**src/rv_core_params.svh**
```systemverilog
//################################################
// Core-wide sizes. XLEN other than 32 is not supported
// Data memory size must be a power of two
//################################################
`ifndef RV_CORE_PARAMS_SVH
`define RV_CORE_PARAMS_SVH

`define XLEN        32
`define REG_COUNT   32
`define DMEM_BYTES  4096
`define RESET_PC    32'h0000_0000

`endif

```
**src/rv_core_pkg.sv**
```systemverilog
//################################################
// Types shared by the RV32I core
// Enum encodings follow the RV32I opcode map
//################################################
`include "rv_core_params.svh"

package rv_core_pkg;

    typedef logic [`XLEN-1:0] word_t;
    typedef logic [4:0]       reg_idx_t;

    typedef enum logic [6:0] {
        OP     = 7'b0110011,
        OP_IMM = 7'b0010011,
        LOAD   = 7'b0000011,
        STORE  = 7'b0100011,
        BRANCH = 7'b1100011,
        JAL    = 7'b1101111,
        JALR   = 7'b1100111,
        LUI    = 7'b0110111,
        AUIPC  = 7'b0010111
    } opcode_t;

    typedef enum logic [3:0] {
        ADD, SUB, SLL, SLT, SLTU, XOR, SRL, SRA, OR, AND
    } alu_op_t;

    typedef enum logic [1:0] {
        PC_PLUS4, PC_BRANCH, PC_JAL, PC_JALR
    } pc_src_t;

    typedef enum logic [2:0] {
        WB_ALU, WB_LOAD, WB_LINK, WB_IMM, WB_PC_IMM
    } wb_src_t;

    // Matches funct3[1:0] of loads and stores
    typedef enum logic [1:0] {
        BYTE = 2'b00,
        HALF = 2'b01,
        WORD = 2'b10
    } mem_size_t;

endpackage

```
**src/alu.sv**
```systemverilog
//################################################
// Shift amount is b[4:0]
// branch_taken is valid only for B-type funct3
//################################################
`timescale 1ns/1ns

module alu (
    input  rv_core_pkg::word_t   a,
    input  rv_core_pkg::word_t   b,
    input  rv_core_pkg::alu_op_t op,
    input  logic [2:0]           branch_cond,
    output rv_core_pkg::word_t   result,
    output logic                 branch_taken
);
    import rv_core_pkg::*;

    logic [4:0] shamt;
    logic       lt_s;
    logic       lt_u;

    assign shamt = b[4:0];
    assign lt_s  = $signed(a) < $signed(b);
    assign lt_u  = a < b;

    always_comb begin
        case (op)
            SUB:     result = a - b;
            SLL:     result = a << shamt;
            SLT:     result = word_t'(lt_s);
            SLTU:    result = word_t'(lt_u);
            XOR:     result = a ^ b;
            SRL:     result = a >> shamt;
            SRA:     result = word_t'($signed(a) >>> shamt);
            OR:      result = a | b;
            AND:     result = a & b;
            default: result = a + b;
        endcase
    end

    always_comb begin
        case (branch_cond)
            3'b000:  branch_taken = (a == b);                  // BEQ
            3'b001:  branch_taken = (a != b);                  // BNE
            3'b100:  branch_taken = lt_s;
            3'b101:  branch_taken = !lt_s;
            3'b110:  branch_taken = lt_u;
            3'b111:  branch_taken = !lt_u;
            default: branch_taken = 1'b0;
        endcase
    end

endmodule

```
**config.mk**
```make
export PLATFORM = sky130hd
export DESIGN_NAME = alu
export DESIGN_NICKNAME = d
export VERILOG_FILES = /design/src/rv_core_pkg.sv /design/src/alu.sv
export VERILOG_INCLUDE_DIRS = /design/src /design/src/src
export SDC_FILE = /design/constraint.sdc
export NUM_CORES = 1
export LEC_CHECK = 0
export BUFFER_PORTS_ARGS = -buffer_cell sky130_fd_sc_hd__buf_2
export CAP_MARGIN = 20
export CELL_PAD_IN_SITES_DETAIL_PLACEMENT = 1
export CELL_PAD_IN_SITES_GLOBAL_PLACEMENT = 1
export CORE_MARGIN = 2
export CORE_UTILIZATION = 45
export DETAILED_ROUTE_END_ITERATION = 7
export GPL_ROUTABILITY_DRIVEN = 0
export GPL_TIMING_DRIVEN = 1
export PLACE_DENSITY_LB_ADDON = 0.05
export SYNTH_ARGS = -nofsm -noshare
export SYNTH_HDL_FRONTEND = slang
export SYNTH_SLANG_ARGS = --single-unit
```
**constraint.sdc**
```tcl
create_clock -name vclk -period 7.65
set_clock_uncertainty 0.1 [all_clocks]
set_input_delay 1.53 -clock vclk [all_inputs]
set_output_delay 1.53 -clock vclk [all_outputs]
set_load 0.01 [all_outputs]
```
==> results.md <==
- Fin util: 0.492
- Crit Path Class: in -> out
- Run status: finished, final reports clean
- IO buf count: 104
- Fin. max-slew vios: 0
- Routed Antenna Nets: 0
- IO Count: 104
- Seq Cell Count: 0
- Hold_ws: 3.23 ns
- Count leader, synth: nor2_1
- CTS Hold Bufs: 0
- Final count of hold timing violations: 0
- Main combinational cell family by area after synthesis: compound AO/OA/AOI/OAI gates
- Crit path launch type: input pin
- Post-DP Area: 0.00954 sq mm
- Fillers: 2668
- Row cnt: 51
- Post-synthesis xor/xnor area fraction: 0.0108
- Register area: 0 sq um
- Synth warnings: 0
- Wirelength per Cell: 26.7 um
- Average size of a mapped cell: 6.72 sq um
- Top cells by count, synth: nor2_1 (160), a21oi_1 (135), nand2_1 (115)
- Maximum net fanout on the critical path: 36
- Hold/Removal Path Class: in -> out
- Clock buffer count: 0
- Multiplexer share of the synthesized area: 0.178
- Largest net degree at the start of global routing: 72
- Via-to-Cell Ratio: 7.01
- Core area: 0.0194 sq mm
- Post-CTS setup buffer count: 0
- Worst EP required: 6.02 ns
- Die Area: 0.0209 sq mm
- Total track usage: 0.403
- Adder-Cell Fraction of Synth Area: 0.141
- Final setup viols: 0
- CTS resizes: 0
- Tmin final: 7.03 ns
- Syn Inst Count: 1322
- Synth Area in Simple Gates: 0.207
- Chip height: 144 um
- # nets final: 1524
- Crit path capture type: primary output
- Synth Area in Compound Gates: 0.368
- Layout cell share with drive strength beyond 1: 0.163
- Initial core utilization: 0.458
- Synth top area cells: ha_1 (14%), mux4_2 (8.4%), a21oi_1 (7.6%)
- Vias: 11300
- DR iter-0 viols: 1424
- Sum Neg Setup Slack: 0 ns
- Highest clock rate: 142 MHz
- Mapped Area: 0.00888 sq mm
- Net Count, Synth: 1492
- Sequential area share after synthesis: 0
- Worst-Margin Slew: 0.818 ns
- Slew margin rel.: 0.452
- Die X: 144 um
- RSZ-0062 raised after global routing: no
- Crit share post-route: 0.919
- Synth area leader: ha_1
- Post-DP HPWL: 34.0 mm
- Drt pass-1 iters: 7
- Maxcap violations: 0
- Area Growth Syn to Fin: 7.42%
- Antenna violations before repair: 3
- Cells on Worst Hold Path: 3
- Global-route wire length before repair: 64.3 mm
- Vias in the first global route: 10700
- CP arrival: 5.40 ns
- Library cells used by synthesis: 83
- GRT overflow: 0
- Fin area: 0.00954 sq mm
- Top cell type's share of synthesized area: 0.137
- Drt drc: 0
- WL final: 43.2 mm
==> layout make-up <==
type	count	area (sq um)	area share
antenna	1	2.50	0.000262
timing repair buffer	135	781	0.0818
inverter	99	372	0.0389
tap	265	332	0.0347
multi-input combinational	1118	8060	0.844
==> metal layers <==
layer	GRT usage	wire [um]
met5	0	23
met4	0.130	1730
met3	0.123	5230
met2	0.614	18800
met1	0.541	17500
==> worst max-delay path, stage by stage <==
cell       delay (ns)
buf_4            0.41
inv_1            0.28
ha_1             0.40
o21bai_1         0.17
a21oi_1          0.14
o311ai_1         0.41
a221oi_2         0.16
a211o_1          0.39
a2111oi_2        0.55
nor2_1           0.15
o211a_1          0.24
o21ai_0          0.33
buf_2            0.21
==> cell usage in the layout (no fill, tap or decap), types with 8 or more instances in the layout <==
cell type,instances
mux2i_1,50
o211ai_1,31
a31oi_1,11
o221ai_1,10
o21a_1,11
a22oi_1,12
o21ai_0,89
a21o_1,15
nand2b_1,15
mux4_2,33
nor2_1,160
a211oi_1,33
buf_4,30
mux2_2,30
buf_2,103
o2111ai_1,8
a21oi_1,135
o21bai_1,17
inv_1,95
nand2_1,115
a221oi_1,23
nand3_1,29
o22ai_1,9
ha_1,97
nor3_1,37
==> kinds of logic after synthesis <==
logic type      count (synthesis)
mux                           113
fa+ha+maj                      99
xor+xnor                       11
simple gates                  411
buf+inv                       204
compound gates                484
==> path summary, 6_finish.rpt <==
check | slack, ns | start | to
worst max-delay path | 0.62 | b[1] | result[23]
worst min-delay path | 3.23 | branch_cond[2] | branch_taken
==> stage by stage <==
| stage | setup WS (ns) | instances |
|---|---|---|
| global route | 0.603 | 1617 |
| detailed placement | 0.864 | 1617 |
| global placement | 0.976 | 1617 |
| finish | 0.620 | 1618 |
| floorplan | 1.02 | 1322 |
| CTS | 0.845 | 1617 |
