==> config.mk <==
export PLATFORM = sky130hd
export DESIGN_NAME = instr_decoder
export DESIGN_NICKNAME = d
export VERILOG_FILES = /design/src/rv_core_pkg.sv /design/src/instr_decoder.sv
export VERILOG_INCLUDE_DIRS = /design/src /design/src/src
export SDC_FILE = /design/constraint.sdc
export NUM_CORES = 1
export LEC_CHECK = 0
export BUFFER_PORTS_ARGS = -buffer_cell sky130_fd_sc_hd__clkbuf_2
export CORE_MARGIN = 5
export CORE_UTILIZATION = 35
export DETAILED_ROUTE_END_ITERATION = 7
export PLACE_DENSITY = 0.84
export REMOVE_ABC_BUFFERS = 1
export SLEW_MARGIN = 20
export SYNTH_ARGS = -nofsm -noshare
export SYNTH_HDL_FRONTEND = slang
export SYNTH_SLANG_ARGS = --single-unit
==> constraint.sdc <==
create_clock -name vclk -period 2
set_input_delay 0.4 -clock vclk [all_inputs]
set_output_delay 0.4 -clock vclk [all_outputs]
set_load 0.1 [all_outputs]
==> src/rv_core_params.svh <==
//################################################
// Core-wide sizes. XLEN other than 32 is not supported
// Data memory size must be a power of two
//################################################
`ifndef RV_CORE_PARAMS_SVH
`define RV_CORE_PARAMS_SVH

`define XLEN        32
`define REG_COUNT   32
`define DMEM_BYTES  4096
`define RESET_PC    32'h0000_0000

`endif

==> src/rv_core_pkg.sv <==
//################################################
// Types shared by the RV32I core
// Enum encodings follow the RV32I opcode map
//################################################
`include "rv_core_params.svh"

package rv_core_pkg;

    typedef logic [`XLEN-1:0] word_t;
    typedef logic [4:0]       reg_idx_t;

    typedef enum logic [6:0] {
        OP     = 7'b0110011,
        OP_IMM = 7'b0010011,
        LOAD   = 7'b0000011,
        STORE  = 7'b0100011,
        BRANCH = 7'b1100011,
        JAL    = 7'b1101111,
        JALR   = 7'b1100111,
        LUI    = 7'b0110111,
        AUIPC  = 7'b0010111
    } opcode_t;

    typedef enum logic [3:0] {
        ADD, SUB, SLL, SLT, SLTU, XOR, SRL, SRA, OR, AND
    } alu_op_t;

    typedef enum logic [1:0] {
        PC_PLUS4, PC_BRANCH, PC_JAL, PC_JALR
    } pc_src_t;

    typedef enum logic [2:0] {
        WB_ALU, WB_LOAD, WB_LINK, WB_IMM, WB_PC_IMM
    } wb_src_t;

    // Matches funct3[1:0] of loads and stores
    typedef enum logic [1:0] {
        BYTE = 2'b00,
        HALF = 2'b01,
        WORD = 2'b10
    } mem_size_t;

endpackage

==> src/instr_decoder.sv <==
//################################################
// Unknown opcodes (FENCE, ECALL, CSR) decode as
// no-ops: no register write, no store, PC+4
//################################################
`timescale 1ns/1ns

module instr_decoder (
    input  rv_core_pkg::word_t     instr,
    input  logic                   reset,
    output rv_core_pkg::reg_idx_t  rs1_addr,
    output rv_core_pkg::reg_idx_t  rs2_addr,
    output rv_core_pkg::reg_idx_t  rd_addr,
    output rv_core_pkg::word_t     imm,
    output rv_core_pkg::alu_op_t   alu_op,
    output logic                   alu_use_imm,
    output rv_core_pkg::pc_src_t   pc_src,
    output rv_core_pkg::wb_src_t   wb_src,
    output logic                   reg_write,
    output logic                   mem_read,
    output logic                   mem_write,
    output rv_core_pkg::mem_size_t mem_size,
    output logic                   load_unsigned,
    output logic [2:0]             branch_cond
);
    import rv_core_pkg::*;

    opcode_t    opcode;
    logic [2:0] funct3;
    alu_op_t    f3_op;
    logic       writes_rd;
    logic       is_store;

    assign opcode   = opcode_t'(instr[6:0]);
    assign funct3   = instr[14:12];
    assign rs1_addr = instr[19:15];
    assign rs2_addr = instr[24:20];
    assign rd_addr  = instr[11:7];

    assign branch_cond   = funct3;
    assign mem_size      = mem_size_t'(funct3[1:0]);
    assign load_unsigned = funct3[2];

    // funct3 to ALU op, bit 30 picks SUB/SRA
    always_comb begin
        case (funct3)
            3'b001:  f3_op = SLL;
            3'b010:  f3_op = SLT;
            3'b011:  f3_op = SLTU;
            3'b100:  f3_op = XOR;
            3'b101:  f3_op = instr[30] ? SRA : SRL;
            3'b110:  f3_op = OR;
            3'b111:  f3_op = AND;
            default: f3_op = ADD;
        endcase
    end

    always_comb begin
        imm         = '0;
        alu_op      = ADD;
        alu_use_imm = 1'b0;
        pc_src      = PC_PLUS4;
        wb_src      = WB_ALU;
        writes_rd   = 1'b0;
        mem_read    = 1'b0;
        is_store    = 1'b0;
        case (opcode)
            OP: begin
                alu_op    = (funct3 == 3'b000 && instr[30]) ? SUB : f3_op;
                writes_rd = 1'b1;
            end
            OP_IMM: begin
                imm         = {{20{instr[31]}}, instr[31:20]};
                alu_op      = f3_op;                           // No SUBI
                alu_use_imm = 1'b1;
                writes_rd   = 1'b1;
            end
            LOAD: begin
                imm         = {{20{instr[31]}}, instr[31:20]};
                alu_use_imm = 1'b1;
                wb_src      = WB_LOAD;
                writes_rd   = 1'b1;
                mem_read    = 1'b1;
            end
            STORE: begin
                imm         = {{20{instr[31]}}, instr[31:25], instr[11:7]};
                alu_use_imm = 1'b1;
                is_store    = 1'b1;
            end
            BRANCH: begin
                imm    = {{20{instr[31]}}, instr[7], instr[30:25], instr[11:8], 1'b0};
                pc_src = PC_BRANCH;
            end
            JAL: begin
                imm       = {{12{instr[31]}}, instr[19:12], instr[20], instr[30:21], 1'b0};
                pc_src    = PC_JAL;
                wb_src    = WB_LINK;
                writes_rd = 1'b1;
            end
            JALR: begin
                imm       = {{20{instr[31]}}, instr[31:20]};
                pc_src    = PC_JALR;
                wb_src    = WB_LINK;
                writes_rd = 1'b1;
            end
            LUI: begin
                imm       = {instr[31:12], 12'b0};
                wb_src    = WB_IMM;
                writes_rd = 1'b1;
            end
            AUIPC: begin
                imm       = {instr[31:12], 12'b0};
                wb_src    = WB_PC_IMM;
                writes_rd = 1'b1;
            end
            default: ;                                         // No-op
        endcase
    end

    assign reg_write = writes_rd && (rd_addr != '0) && !reset;
    assign mem_write = is_store && !reset;

endmodule

==> results.md, run 1 <==
* Per-instance average area after synthesis at just over 7 sq um
* FP Rows at 17
* Post-synthesis instance area at between 800 and 900 sq um
* Xor/xnor share of the synthesized area at 0
* Most area-consuming cells after synthesis: sky130_fd_sc_hd__buf_4 20%, sky130_fd_sc_hd__a21o_1 17%, sky130_fd_sc_hd__and2_1 5.9%, sky130_fd_sc_hd__a22o_2 4.7%, sky130_fd_sc_hd__a21oi_1 4.1%
* Sequential fraction of the synthesis area at 0
* GPL Wtd Cong at ~0.91
* Number of instances in the synthesized netlist at 119
* Adder and majority gate portion of the synthesized area at 0
* Initial standard-cell utilization of the core at 0.3746
* Total placed instance area at 2046 sq um
* Most common cell in the synthesized netlist: sky130_fd_sc_hd__buf_4
* Vertical die dimension at 59.12 um
* Pre-CTS setup slack at -0.3163 ns
* Fraction of post-synthesis cell area in the top cell type by area at 0.1956
* Post-cts gate resize count at 37
* Half-perimeter wire length after detailed placement at 4396 um
* Post-Synth Simple-Gate Area at 0.3304
* Post-CTS Setup Inserts at 9
* Share of cell area taken by muxes after synthesis at 0.02370
* Hold buffer count at cts at 0
* Post-synth top cells: 22 x sky130_fd_sc_hd__buf_4, 19 x sky130_fd_sc_hd__a21o_1, 9 x sky130_fd_sc_hd__nor2_1
* Terminating stage of the flow: clock tree synthesis
* Number of distinct standard cells referenced by the synthesized netlist at 36
* Combinational family with the most area after synthesis: compound AO/OA/AOI/OAI gates
* Run status: did not finish
* Synthesis warning total at 0
* I/O pin count at 99
* DIE WIDTH at 59.12 um
* Cell taking the most area after synthesis: sky130_fd_sc_hd__buf_4
* Compound-Gate Fraction of Synth Area at 0.4074
* Port bufs at a little under 100
* Error: [ERROR DPL-0033] detailed placement checks failed during check placement.
-- logic make-up after synthesis --
group,Yosys count
mux,2
buf+inv,27
compound gates,43
simple gates,47
-- per-stage QoR --
stage	hold slack, ns	cells
3_5_place_dp	1.157	244
3_3_place_gp	1.125	244
2_1_floorplan	0.8000	93
==> inputs of run 2 (changes only) <==
Settings changed: CORE_AREA set to 5 5 66 68, CORE_MARGIN 5 to unset, CORE_UTILIZATION 35 to unset, DIE_AREA set to 0 0 71 73, PLACE_DENSITY 0.84 to unset, PLACE_DENSITY_LB_ADDON set to 0.15.
==> run 2 against run 1 <==
Net effect: the flow now finishes, with violations (negative setup slack); area after synthesis unchanged; synthesized cell count unchanged.
==> results.md, run 2 <==
* Run status: finished, violations left
* Violations in the final reports: negative setup slack
* WP data arrival at 1.74 ns
* I/O pin count at 99
* Max incr delay on CP at 0.56 ns
* Cell taking the most area after synthesis: sky130_fd_sc_hd__buf_4
* Pin count of the biggest net entering global routing at 12
* Synthesis warning total at 0
* Vias per inst at 4.638
* Sw Ratio at 0.7170
* Synth-to-Final Area Change at 161.0%
* Post-synthesis instance area at 844.6 sq um
* Per-instance average area after synthesis at 7.097 sq um
* Initial standard-cell utilization of the core at 0.2223
* Number of instances in the synthesized netlist at around 120
* Final-report max-slew violation count at 0
* Startpoint type of the worst setup path: primary input
* WS Path Type: primary input to output pin
* Final Power at 524.8 uW
* Portion of total power attributed to the clock network at 0
* Sequential fraction of the synthesis area at 0
* Maximum fanout along the worst path at 4
* Most common cell in the synthesized netlist: sky130_fd_sc_hd__buf_4
* Number of nets still failing antenna checks after routing at 0
* Area taken by flip-flops and latches at 0 sq um
* WP buf/inv at 2
* FP Rows at 23
* Share of final-layout standard cells stronger than drive strength 1 at 0.7248
* GPL Wtd Cong at 0.8356
* Post-route setup slack at -0.1425 ns
* Fraction of post-synthesis cell area in the top cell type by area at 0.1956
* Port bufs at 99
* Half-perimeter wire length after detailed placement at 3215 um
* Number of failing setup endpoints in the final timing report at 33
* Highest-count cells in the layout ignoring fill and taps: 52 x sky130_fd_sc_hd__clkbuf_2, 47 x sky130_fd_sc_hd__buf_12, 23 x sky130_fd_sc_hd__buf_4, 19 x sky130_fd_sc_hd__a21o_1
* Slowest library cell on the worst path: sky130_fd_sc_hd__or4_4
* Detailed Routing Iterations Pass 1 at 2
* DIE WIDTH at 71 um
* Count of flip-flops and latches at 0
* Endpoint class of the critical path: output pin
* Hold buffer count at cts at 0
* Maximum resistive drop on vdd at between 0.00015 and 0.0002 V
* Vertical die dimension at 73 um
* Floorplan die area at 5183 sq um
* Overflow after GRT at 0
* Relative slew slack at 0.6396
* Final core area utilization at 0.5804
* Post-synth top cells: 22 x sky130_fd_sc_hd__buf_4, 19 x sky130_fd_sc_hd__a21o_1, 9 x sky130_fd_sc_hd__nor2_1
* Setup repair after global routing missed its margin: yes
* P_leak at 1.170 nW
* Clock Buffer Count at 0
* Most area-consuming cells after synthesis: sky130_fd_sc_hd__buf_4 20%, sky130_fd_sc_hd__a21o_1 17%, sky130_fd_sc_hd__and2_1 5.9%, sky130_fd_sc_hd__a22o_2 4.7%, sky130_fd_sc_hd__a21oi_1 4.1%
* Critical Path, Cell by Cell: buf_6, or4_4, or2_4, nand2_4, a22o_2, buf_12
* Pre-CTS setup slack at -0.1642 ns
* Global-route wire length before repair at roughly 5900 um
* Core Footprint at about 3800 sq um
* Crit path max-delay family: simple AND/OR/NAND/NOR gates
* Total wire length after detailed routing at 3742 um
* Total Routing Usage GR at 0.1326
* Final min period at approximately 2.1 ns
* Wire length per cell after detailed routing at 13.96 um
* Internal at 148.6 uW
* Max Clock Freq at 466.7 MHz
* Number of antenna violations at the first check in global routing at 0
* Antenna diodes at 0
* Combinational fraction of design power at 1.000
* Number of distinct standard cells referenced by the synthesized netlist at 36
* Worst hold margin at 1.142 ns
* Worst min-delay path category: primary input to output pin
* Critical path required time at 1.60 ns
* Endpoints failing hold at 0
* Leading cell type in the layout, fill and taps excluded: sky130_fd_sc_hd__clkbuf_2
* Via Count at between 1k and 1.5k
* Net load switching power at approximately 380 uW
* Transition time of the tightest slew-check pin at between 0.5 and 0.6 ns
* Power per standard cell area at roughly 240 nW/um^2
* Net count of the finished layout at about 250
* Flop pwr share at 0
* Crit share post-route at 1.071
* Number of design rule violations left after detail routing at 0
* Via count of the first global-routing pass at 1,285
* Number of violations of the max-capacitance limit at 0
* Starting DRC count in detailed routing at 53
run 2: layout make-up:
| cell class | instances | area [sq um] |
|---|---|---|
| Tap cell | 50 | 62.56 |
| Fill cell | 361 | 1594 |
| Multi-Input combinational cell | 92 | 737.0 |
| Timing Repair Buffer | 125 | 1401 |
| Inverter | 1 | 3.754 |
run 2: final timing paths:
path	endpoint	depth (start not counted)	slack (ns)	start
worst min-delay path	mem_write	3	1.14	reset
worst max-delay path	imm[4]	6	-0.14	instr[5]
run 2: power by group through the flow:
stage	Combinational, mW	Sequential [mW]	Clock, mW
2_1_floorplan	0.156	0	0
3_3_place_gp	0.507	0	0
3_5_place_dp	0.509	0	0
4_1_cts	0.517	0	0
5_1_grt	0.546	0	0
6_report	0.525	0	0
run 2: metrics by stage:
step                      cell area, sq um  setup TNS, ns  std cells
after detailed placement              2108         -3.690        269
final                                 2205         -2.724        268
after global routing                  2205         -4.685        268
after global placement                2108         -3.849        269
after CTS                             2153         -2.986        269
after floorplan                      646.9         -24.52         93
run 2: cells by family after synthesis:
logic type / count (synthesis) / share of synthesized area
and+or+nand+nor: 47 / 0.3304
AOI/OAI and AO/OA: 43 / 0.4074
buffers and inverters: 27 / 0.2385
muxes: 2 / 0.02370
run 2: per-layer routing:
metal / routed length [um] / GRT usage / vias up
li1: - / - / 613
met1: 1365 / 0.1503 / 562
met2: 1960 / 0.2523 / 68
met3: 415 / 0.04132 / 0
met4: 0 / 0.01044 / 0
met5: 0 / 0 / -
run 2: timing repair:
action | in CTS | in global routing
pin swaps | 9 | 4
hold endpoints to repair | 0 | 0
cloned | 0 | 0
setup buffers | 0 | 0
setup endpoints to repair | 38 | 36
gates resized for setup | 13 | 17
run 2: tightest hold or removal path, delay by kind of cell:
kind | cells | cell delay, ns
simple gates | 1 | 0.07
buf+inv | 2 | 0.26
Power figures use the tool's default switching activity.
