$ cat src/rv_core_params.svh
//################################################
// Core-wide sizes. XLEN other than 32 is not supported
// Data memory size must be a power of two
//################################################
`ifndef RV_CORE_PARAMS_SVH
`define RV_CORE_PARAMS_SVH

`define XLEN        32
`define REG_COUNT   32
`define DMEM_BYTES  4096
`define RESET_PC    32'h0000_0000

`endif

$ cat src/rv_core_pkg.sv
//################################################
// Types shared by the RV32I core
// Enum encodings follow the RV32I opcode map
//################################################
`include "rv_core_params.svh"

package rv_core_pkg;

    typedef logic [`XLEN-1:0] word_t;
    typedef logic [4:0]       reg_idx_t;

    typedef enum logic [6:0] {
        OP     = 7'b0110011,
        OP_IMM = 7'b0010011,
        LOAD   = 7'b0000011,
        STORE  = 7'b0100011,
        BRANCH = 7'b1100011,
        JAL    = 7'b1101111,
        JALR   = 7'b1100111,
        LUI    = 7'b0110111,
        AUIPC  = 7'b0010111
    } opcode_t;

    typedef enum logic [3:0] {
        ADD, SUB, SLL, SLT, SLTU, XOR, SRL, SRA, OR, AND
    } alu_op_t;

    typedef enum logic [1:0] {
        PC_PLUS4, PC_BRANCH, PC_JAL, PC_JALR
    } pc_src_t;

    typedef enum logic [2:0] {
        WB_ALU, WB_LOAD, WB_LINK, WB_IMM, WB_PC_IMM
    } wb_src_t;

    // Matches funct3[1:0] of loads and stores
    typedef enum logic [1:0] {
        BYTE = 2'b00,
        HALF = 2'b01,
        WORD = 2'b10
    } mem_size_t;

endpackage

$ cat src/fetch_unit.sv
//################################################
// PC advances every cycle, no stall
// JALR target has bit 0 cleared
//################################################
`timescale 1ns/1ns
`include "rv_core_params.svh"

module fetch_unit (
    input  logic                 clk,
    input  logic                 reset,
    input  rv_core_pkg::pc_src_t pc_src,
    input  logic                 branch_taken,
    input  rv_core_pkg::word_t   imm,
    input  rv_core_pkg::word_t   rs1_data,
    output rv_core_pkg::word_t   pc,
    output rv_core_pkg::word_t   pc_plus4
);
    import rv_core_pkg::*;

    word_t pc_imm;
    word_t jalr_target;
    word_t next_pc;

    assign pc_plus4    = pc + `XLEN'd4;
    assign pc_imm      = pc + imm;                             // Branch and JAL target
    assign jalr_target = (rs1_data + imm) & ~`XLEN'd1;

    always_comb begin
        case (pc_src)
            PC_BRANCH: next_pc = branch_taken ? pc_imm : pc_plus4;
            PC_JAL:    next_pc = pc_imm;
            PC_JALR:   next_pc = jalr_target;
            default:   next_pc = pc_plus4;
        endcase
    end

    always_ff @(posedge clk or posedge reset) begin
        if (reset)
            pc <= `RESET_PC;
        else
            pc <= next_pc;
    end

endmodule

$ cat config.mk
export PLATFORM = sky130hd
export DESIGN_NAME = fetch_unit
export DESIGN_NICKNAME = d
export VERILOG_FILES = /design/src/rv_core_pkg.sv /design/src/fetch_unit.sv
export VERILOG_INCLUDE_DIRS = /design/src /design/src/src
export SDC_FILE = /design/constraint.sdc
export NUM_CORES = 1
export LEC_CHECK = 0
export BUFFER_PORTS_ARGS = -buffer_cell sky130_fd_sc_hd__buf_2
export CAP_MARGIN = 25
export CORE_MARGIN = 8
export CORE_UTILIZATION = 47
export CTS_BUF_LIST = sky130_fd_sc_hd__clkbuf_8
export CTS_CLUSTER_DIAMETER = 200
export DETAILED_ROUTE_END_ITERATION = 7
export GPL_TIMING_DRIVEN = 1
export MAX_ROUTING_LAYER = met4
export PLACE_DENSITY_LB_ADDON = 0.3
export SYNTH_ARGS = -nofsm -noshare
export SYNTH_HDL_FRONTEND = slang
export SYNTH_SLANG_ARGS = --single-unit
$ cat constraint.sdc
create_clock -name clk -period 3.5 [get_ports clk]
set_input_delay 0.175 -clock clk [delete_from_list [all_inputs] [get_ports clk]]
set_output_delay 0.175 -clock clk [all_outputs]
set_load 0.005 [all_outputs]
==> metrics.txt, run 1 <==
Post-synth top cells a21oi_1 (66), ha_1 (62), nand2_1 (50); R2R Path Start pc[0]; Ports 133; syn nets around 800; top post-synthesis cells by area dfrtp_1 (15%), ha_1 (15%), xnor2_1 (6.8%), a21oi_1 (6.3%), xor2_1 (5.8%); register area share after synthesis 15.3%; dpl cells between 900 and 1k; CTS sink cnt 32; routing usage on met1 32.3%; Worst setup startpoint pc[2]; syn avg cell area roughly 8 sq um; residual DRC count 0; biggest regs pc x32; Clock Path Buffers 2; GRT Util Overall 25.5%; vias in the first global route 5678; Tcrit/Tclk final between 80% and 90%; core area around 11000 sq um; setup tns final 0 ns; Crit Path Max Fanout 6; global-route wire length before repair 29400 um; Area growth, synth to finish 16.7%; status complete, no violations; fraction of registers with async set/reset between 90% and 100%; Syn Inst Count between 600 and 700; Largest register FFs 32; GR peak layer met2; H-tree depth 2; NumNets Final slightly above 900; DR vias/cell a little over 6; CTS clk-pin slew, worst paths around 0.070 ns; Post-synth EDFFs 0; Final setup viols 0; Slew @ Worst Pin 0.790 ns; share of the synthesized area in the top cell type between 10% and 20%; Most used DFF post-synth dfrtp_1; min-delay src pc_src[1]; unrepaired setup endpoints after global routing no; post-CTS sizing 0; final hold violations 0; hold crit path type in2reg; Synth Register Bits 32; data arrival time of the worst path between 2 and 3 ns; total number of vias 5707; WS Path Type reg2out; Die ar. approximately 15000 sq um; total of warnings raised by yosys 0; grt met3 use a little over 4%; Max Clock Freq ~0.34 GHz; first-pass iteration count of the detailed router 5; Synth area leader dfrtp_1; drt wl/cell slightly above 20 um; Slew Viols, Final 0; final wirelength approximately 19000 um; Clk Latency, worst-skew pair 0.30 ns; Die W roughly 120 um; number of diodes 0; Leak Pwr between 2 and 3 nW; Worst Path Required around 3.3 ns; Clock Root Buffer clkbuf_8; Final GP Congestion approximately 0.94; share of cells above drive strength 1 22.5%; Std-Cell Rows 38; PortBufs ~130; M2 GR Usage 40.0%; type of origin of the critical path register; total power divided by cell area around 740 nW/um^2; largest net degree at the start of global routing 33; register name with the most flops pc; CTS Buf Count 5; post-synth cell types 75; GRT overflow 0; Worst Clk Skew 0.00358 ns; DRT iter0 DRCs 415; Synth Cell Area approximately 5200 sq um; starting density of the core about 48%; CTS tree yes; relative slew slack around 47%; crit path time final between 2 and 3 ns; fin cells roughly 900; Setup crit end kind primary output; count leader, synth a21oi_1; Final ANT Viol Nets 0; initial antenna violation count 0; max_cap viols 0; Worst VDD drop 425 uV; Post-DP HPWL 15200 um; Die H between 100 and 150 um
==> where the power goes <==
| part | internal, mW | switching [mW] |
|---|---|---|
| logic | 1.47 | 1.84 |
| clock network | 0.155 | 0.162 |
| registers | 0.556 | 0.318 |
==> routing by layer <==
metal	up-vias	wire, um	part of all wire (%)
li1	2726	-	-
met1	2674	8350	44
met2	264	8440	45
met3	43	1360	7.3
met4	0	620	3.3
met5	-	0	0
==> through the flow <==
stage | setup WS (ns) | util [%] | instance area, sq um | total power [mW] | hold slack (ns)
floorplan | 1.00 | - | 5240 | 3.09 | 0.291
global placement | 0.726 | 55.3 | 6020 | 4.10 | 0.311
detailed placement | 0.676 | 55.3 | 6020 | 4.14 | 0.315
CTS | 0.545 | 56.2 | 6120 | 4.49 | 0.174
global route | 0.447 | 56.2 | 6120 | 4.85 | 0.188
finish | 0.529 | 56.2 | 6120 | 4.51 | 0.176
==> critical path, stage by stage, from the launching register on <==
cell and delay, ns:
dfrtp_1 0.46, ha_1 0.24, nand3_1 0.38, nor4_4 0.49
and4_1 0.35, nand3_1 0.12, xnor2_1 0.28, buf_2 0.18
==> kinds of logic after synthesis <==
logic type	count (synthesis)	synth area share, %
AOI/OAI and AO/OA	236	31.3
xor gates and xnor gates	76	12.7
adders and majority gates	64	15.6
buffers and inverters	38	3.27
DFF	32	15.3
muxes	10	1.93
and+or+nand+nor	200	20.0
==> cell usage in the layout, fill, tap and decap left out, types with 5 or more instances in the layout <==
master      n
a21o_1     18
a21oi_1    65
a21oi_2     5
a22oi_1    18
and2_1      5
and3_1     11
buf_2     132
buf_4       6
clkbuf_8    6
dfrtp_1    32
ha_1       62
inv_1      19
mux2i_1     9
nand2_1    50
nand2b_1    8
nand3_1    31
nand4_1    18
nor2_1     35
nor2b_1     7
nor3_1     14
o211ai_1    6
o21a_1     13
o21ai_0    43
o21bai_1    8
xnor2_1    41
xor2_1     35
==> cell type report <==
type | instances | area, sq um
clock buffers | 6 | 82.6
clock inverters | 2 | 7.51
fillers | 1071 | 4770
inverters | 17 | 63.8
multi-input cells | 586 | 4280
flip-flops and latches | 32 | 801
well taps | 140 | 175
repair buffers | 139 | 716
==> what timing repair did <==
item	4_1_cts	5_1_grt
setup buffers	0	0
endpoints found under the hold margin	32	0
hold buffers	1	0
==> path summary, 6_finish.rpt <==
kind                                endpoint  slack (ns)  cells past startpoint
worst min register to register         pc[0]        0.54                      2
worst max register to register        pc[30]        0.68                     11
max in group asynchronous             pc[16]        2.63                      4
min in group asynchronous              pc[1]        0.53                      4
worst min-delay path                  pc[23]        0.18                      2
worst max-delay path            pc_plus4[28]        0.53                      7
Note: power is estimated with default switching activity, not from simulation.
==> run 2, diff against run 1 <==
==> constraint.sdc (replaced) <==
create_clock -name clk -period 2.5 [get_ports clk]
set_input_delay 0.125 -clock clk [delete_from_list [all_inputs] [get_ports clk]]
set_output_delay 0.125 -clock clk [all_outputs]
set_load 0.005 [all_outputs]
==> run 2 against run 1 <==
The flow now finishes with violations (negative setup slack). Cell area grew 22%. Clock power grew 87%. Critical path depth grew 3. First-iteration DRC count grew 8.7%. Clock-buffer cell count grew 1. Sequential cell count is the same. Via count grew 11%. Sequential share of layout area shrank 2.4 points. Power grew 80%. Sequential power grew 19%. Die area is the same. Register-to-register slack lost 0.76 ns. Critical path type unchanged. Largest cell class unchanged.
==> metrics.txt, run 2 (synthesized netlist as in run 1, its figures left out) <==
status finished with violations; failing checks negative setup slack; Largest register FFs 32; type of origin of the critical path register; largest net degree at the start of global routing 33; Worst Clk Skew ~0.018 ns; Post-DP HPWL between 15000 and 20000 um; Clock Path Buffers 2; setup tns final -0.507 ns; Util after Layout just under 70%; Clock Root Buffer clkbuf_8; share of cells above drive strength 1 between 30% and 40%; Final GP Congestion between 0.9 and 1; GRT overflow 0; Leak Pwr about 3.6 nW; NumNets Final between 1k and 1.5k; initial antenna violation count 0; DR vias/cell roughly 6.0; Final setup viols 8; total power divided by cell area between 1000 and 1500 nW/um^2; Clk Latency, worst-skew pair around 0.31 ns; slowest cell on the critical path dfrtp_1; Setup crit end kind primary output; core area approximately 11000 sq um; final hold violations 0; Max Clock Freq about 0.38 GHz; vias in the first global route 6218; Area growth, synth to finish 42.6%; Max stage delay on crit path between 0.3 and 0.4 ns; Final ANT Viol Nets 0; crit path time final ~2.6 ns; register name with the most flops pc; CTS tree yes; slack of the critical path -0.134 ns; commonest cells after routing, fill and taps aside buf_2 (132), buf_4 (125), a21oi_1 (61), ha_1 (57), nand2_1 (49); Std-Cell Rows 38; drt wl/cell 20.4 um; final wirelength ~21000 um; starting density of the core 48.2%; relative slew slack about two thirds; WS Path Type reg2out; H-tree depth 2; CTS clk-pin slew, worst paths ~0.08 ns; Slew @ Worst Pin a little under 0.5 ns; most common cell after layout, fill and taps aside buf_2; Crit Path Max Fanout 4; Die ar. about 15000 sq um; worst path cell trace buf_6, buf_6, nand4_1, nor2_4, nor4b_4, buf_4, nand4_1, buf_4, xnor2_4, buf_2; hold crit path type in2reg; Die H roughly 120 um; unrepaired setup endpoints after global routing yes; GRT Util Overall approximately 28%; first-pass iteration count of the detailed router 5; total number of vias around 6.3k; PortBufs 132; residual DRC count 0; Die W 122 um; Ports 133; Worst VDD drop approximately 730 uV; DRT iter0 DRCs ~450; pre-CTS setup slack -0.206 ns; number of diodes 0; Slew Viols, Final 0; CTS sink cnt 32; CTS Buf Count 5; max_cap viols 0; Worst Path Required about 2.4 ns; data arrival time of the worst path about 2.5 ns; global-route wire length before repair 32500 um; Tcrit/Tclk final 105%; biggest regs pc x32
run 2: changes by cell type in the layout (fill, tap and decap cells not counted), sizes merged:
| cell | previous run | this run |
|---|---|---|
| buf | 138 | 267 |
| inv | 19 | 17 |
| clkbuf | 6 | 7 |
| bufinv | 0 | 1 |
run 2: cell type report:
cell class | count | area (sq um)
multi-input combinational | 586 | 4590
clock inverter | 1 | 30.0
timing repair buffer | 268 | 1720
tap | 140 | 175
clock buffer | 7 | 96.3
fill | 919 | 3410
sequential | 32 | 802
inverter | 17 | 63.8
run 2: critical path: cells and delay by family, from the launching register on:
kind	cells	cell delay [ns]
simple gates	4	0.92
buf+inv	5	0.78
flops	1	0.38
xor+xnor	1	0.14
run 2: routing by layer:
metal / global-route usage, % / up-vias / routed length, um
met3: 5.14 / 46 / 1610
met5: - / - / 0
met4: 10.1 / 0 / 626
met2: 46.3 / 300 / 10200
met1: 34.4 / 2978 / 8980
li1: - / 2986 / -
run 2: path summary, 6_finish.rpt:
kind,from,slack [ns],endpoint,depth (start not counted)
max,pc[3],-0.13,pc_plus4[29],10
min,pc_src[1],0.22,pc[23],2
max reg2reg,pc[3],-0.08,pc[26],10
min reg2reg,pc[0],0.65,pc[0],3
max in group asynchronous,reset,1.64,pc[2],4
min in group asynchronous,reset,0.47,pc[1],4
run 2: power breakdown:
part           switching (mW)  internal (mW)  total, mW  leakage [nW]
Combinational            3.34           3.12       6.46          3.12
Clock                   0.240          0.353      0.592        0.0645
Sequential              0.258          0.781       1.04         0.379
Total                    3.84           4.26       8.10          3.56
run 2: per-stage QoR:
stage	power [mW]	instance area (sq um)	std cells	hold slack, ns
2_1_floorplan	4.33	5240	656	0.241
3_3_place_gp	6.67	6800	1017	0.261
3_5_place_dp	6.76	6800	1017	0.269
4_1_cts	7.60	7100	1035	0.184
5_1_grt	8.62	7480	1051	0.209
6_report	8.10	7480	1051	0.216
run 2: timing repair:
| item | CTS | global route |
|---|---|---|
| gates resized for setup | 21 | 49 |
| pin swaps | 11 | 21 |
| endpoints found under the setup margin | 23 | 26 |
| hold buffers | 1 | 0 |
| setup buffers | 9 | 16 |
| hold endpoints to repair | 32 | 0 |
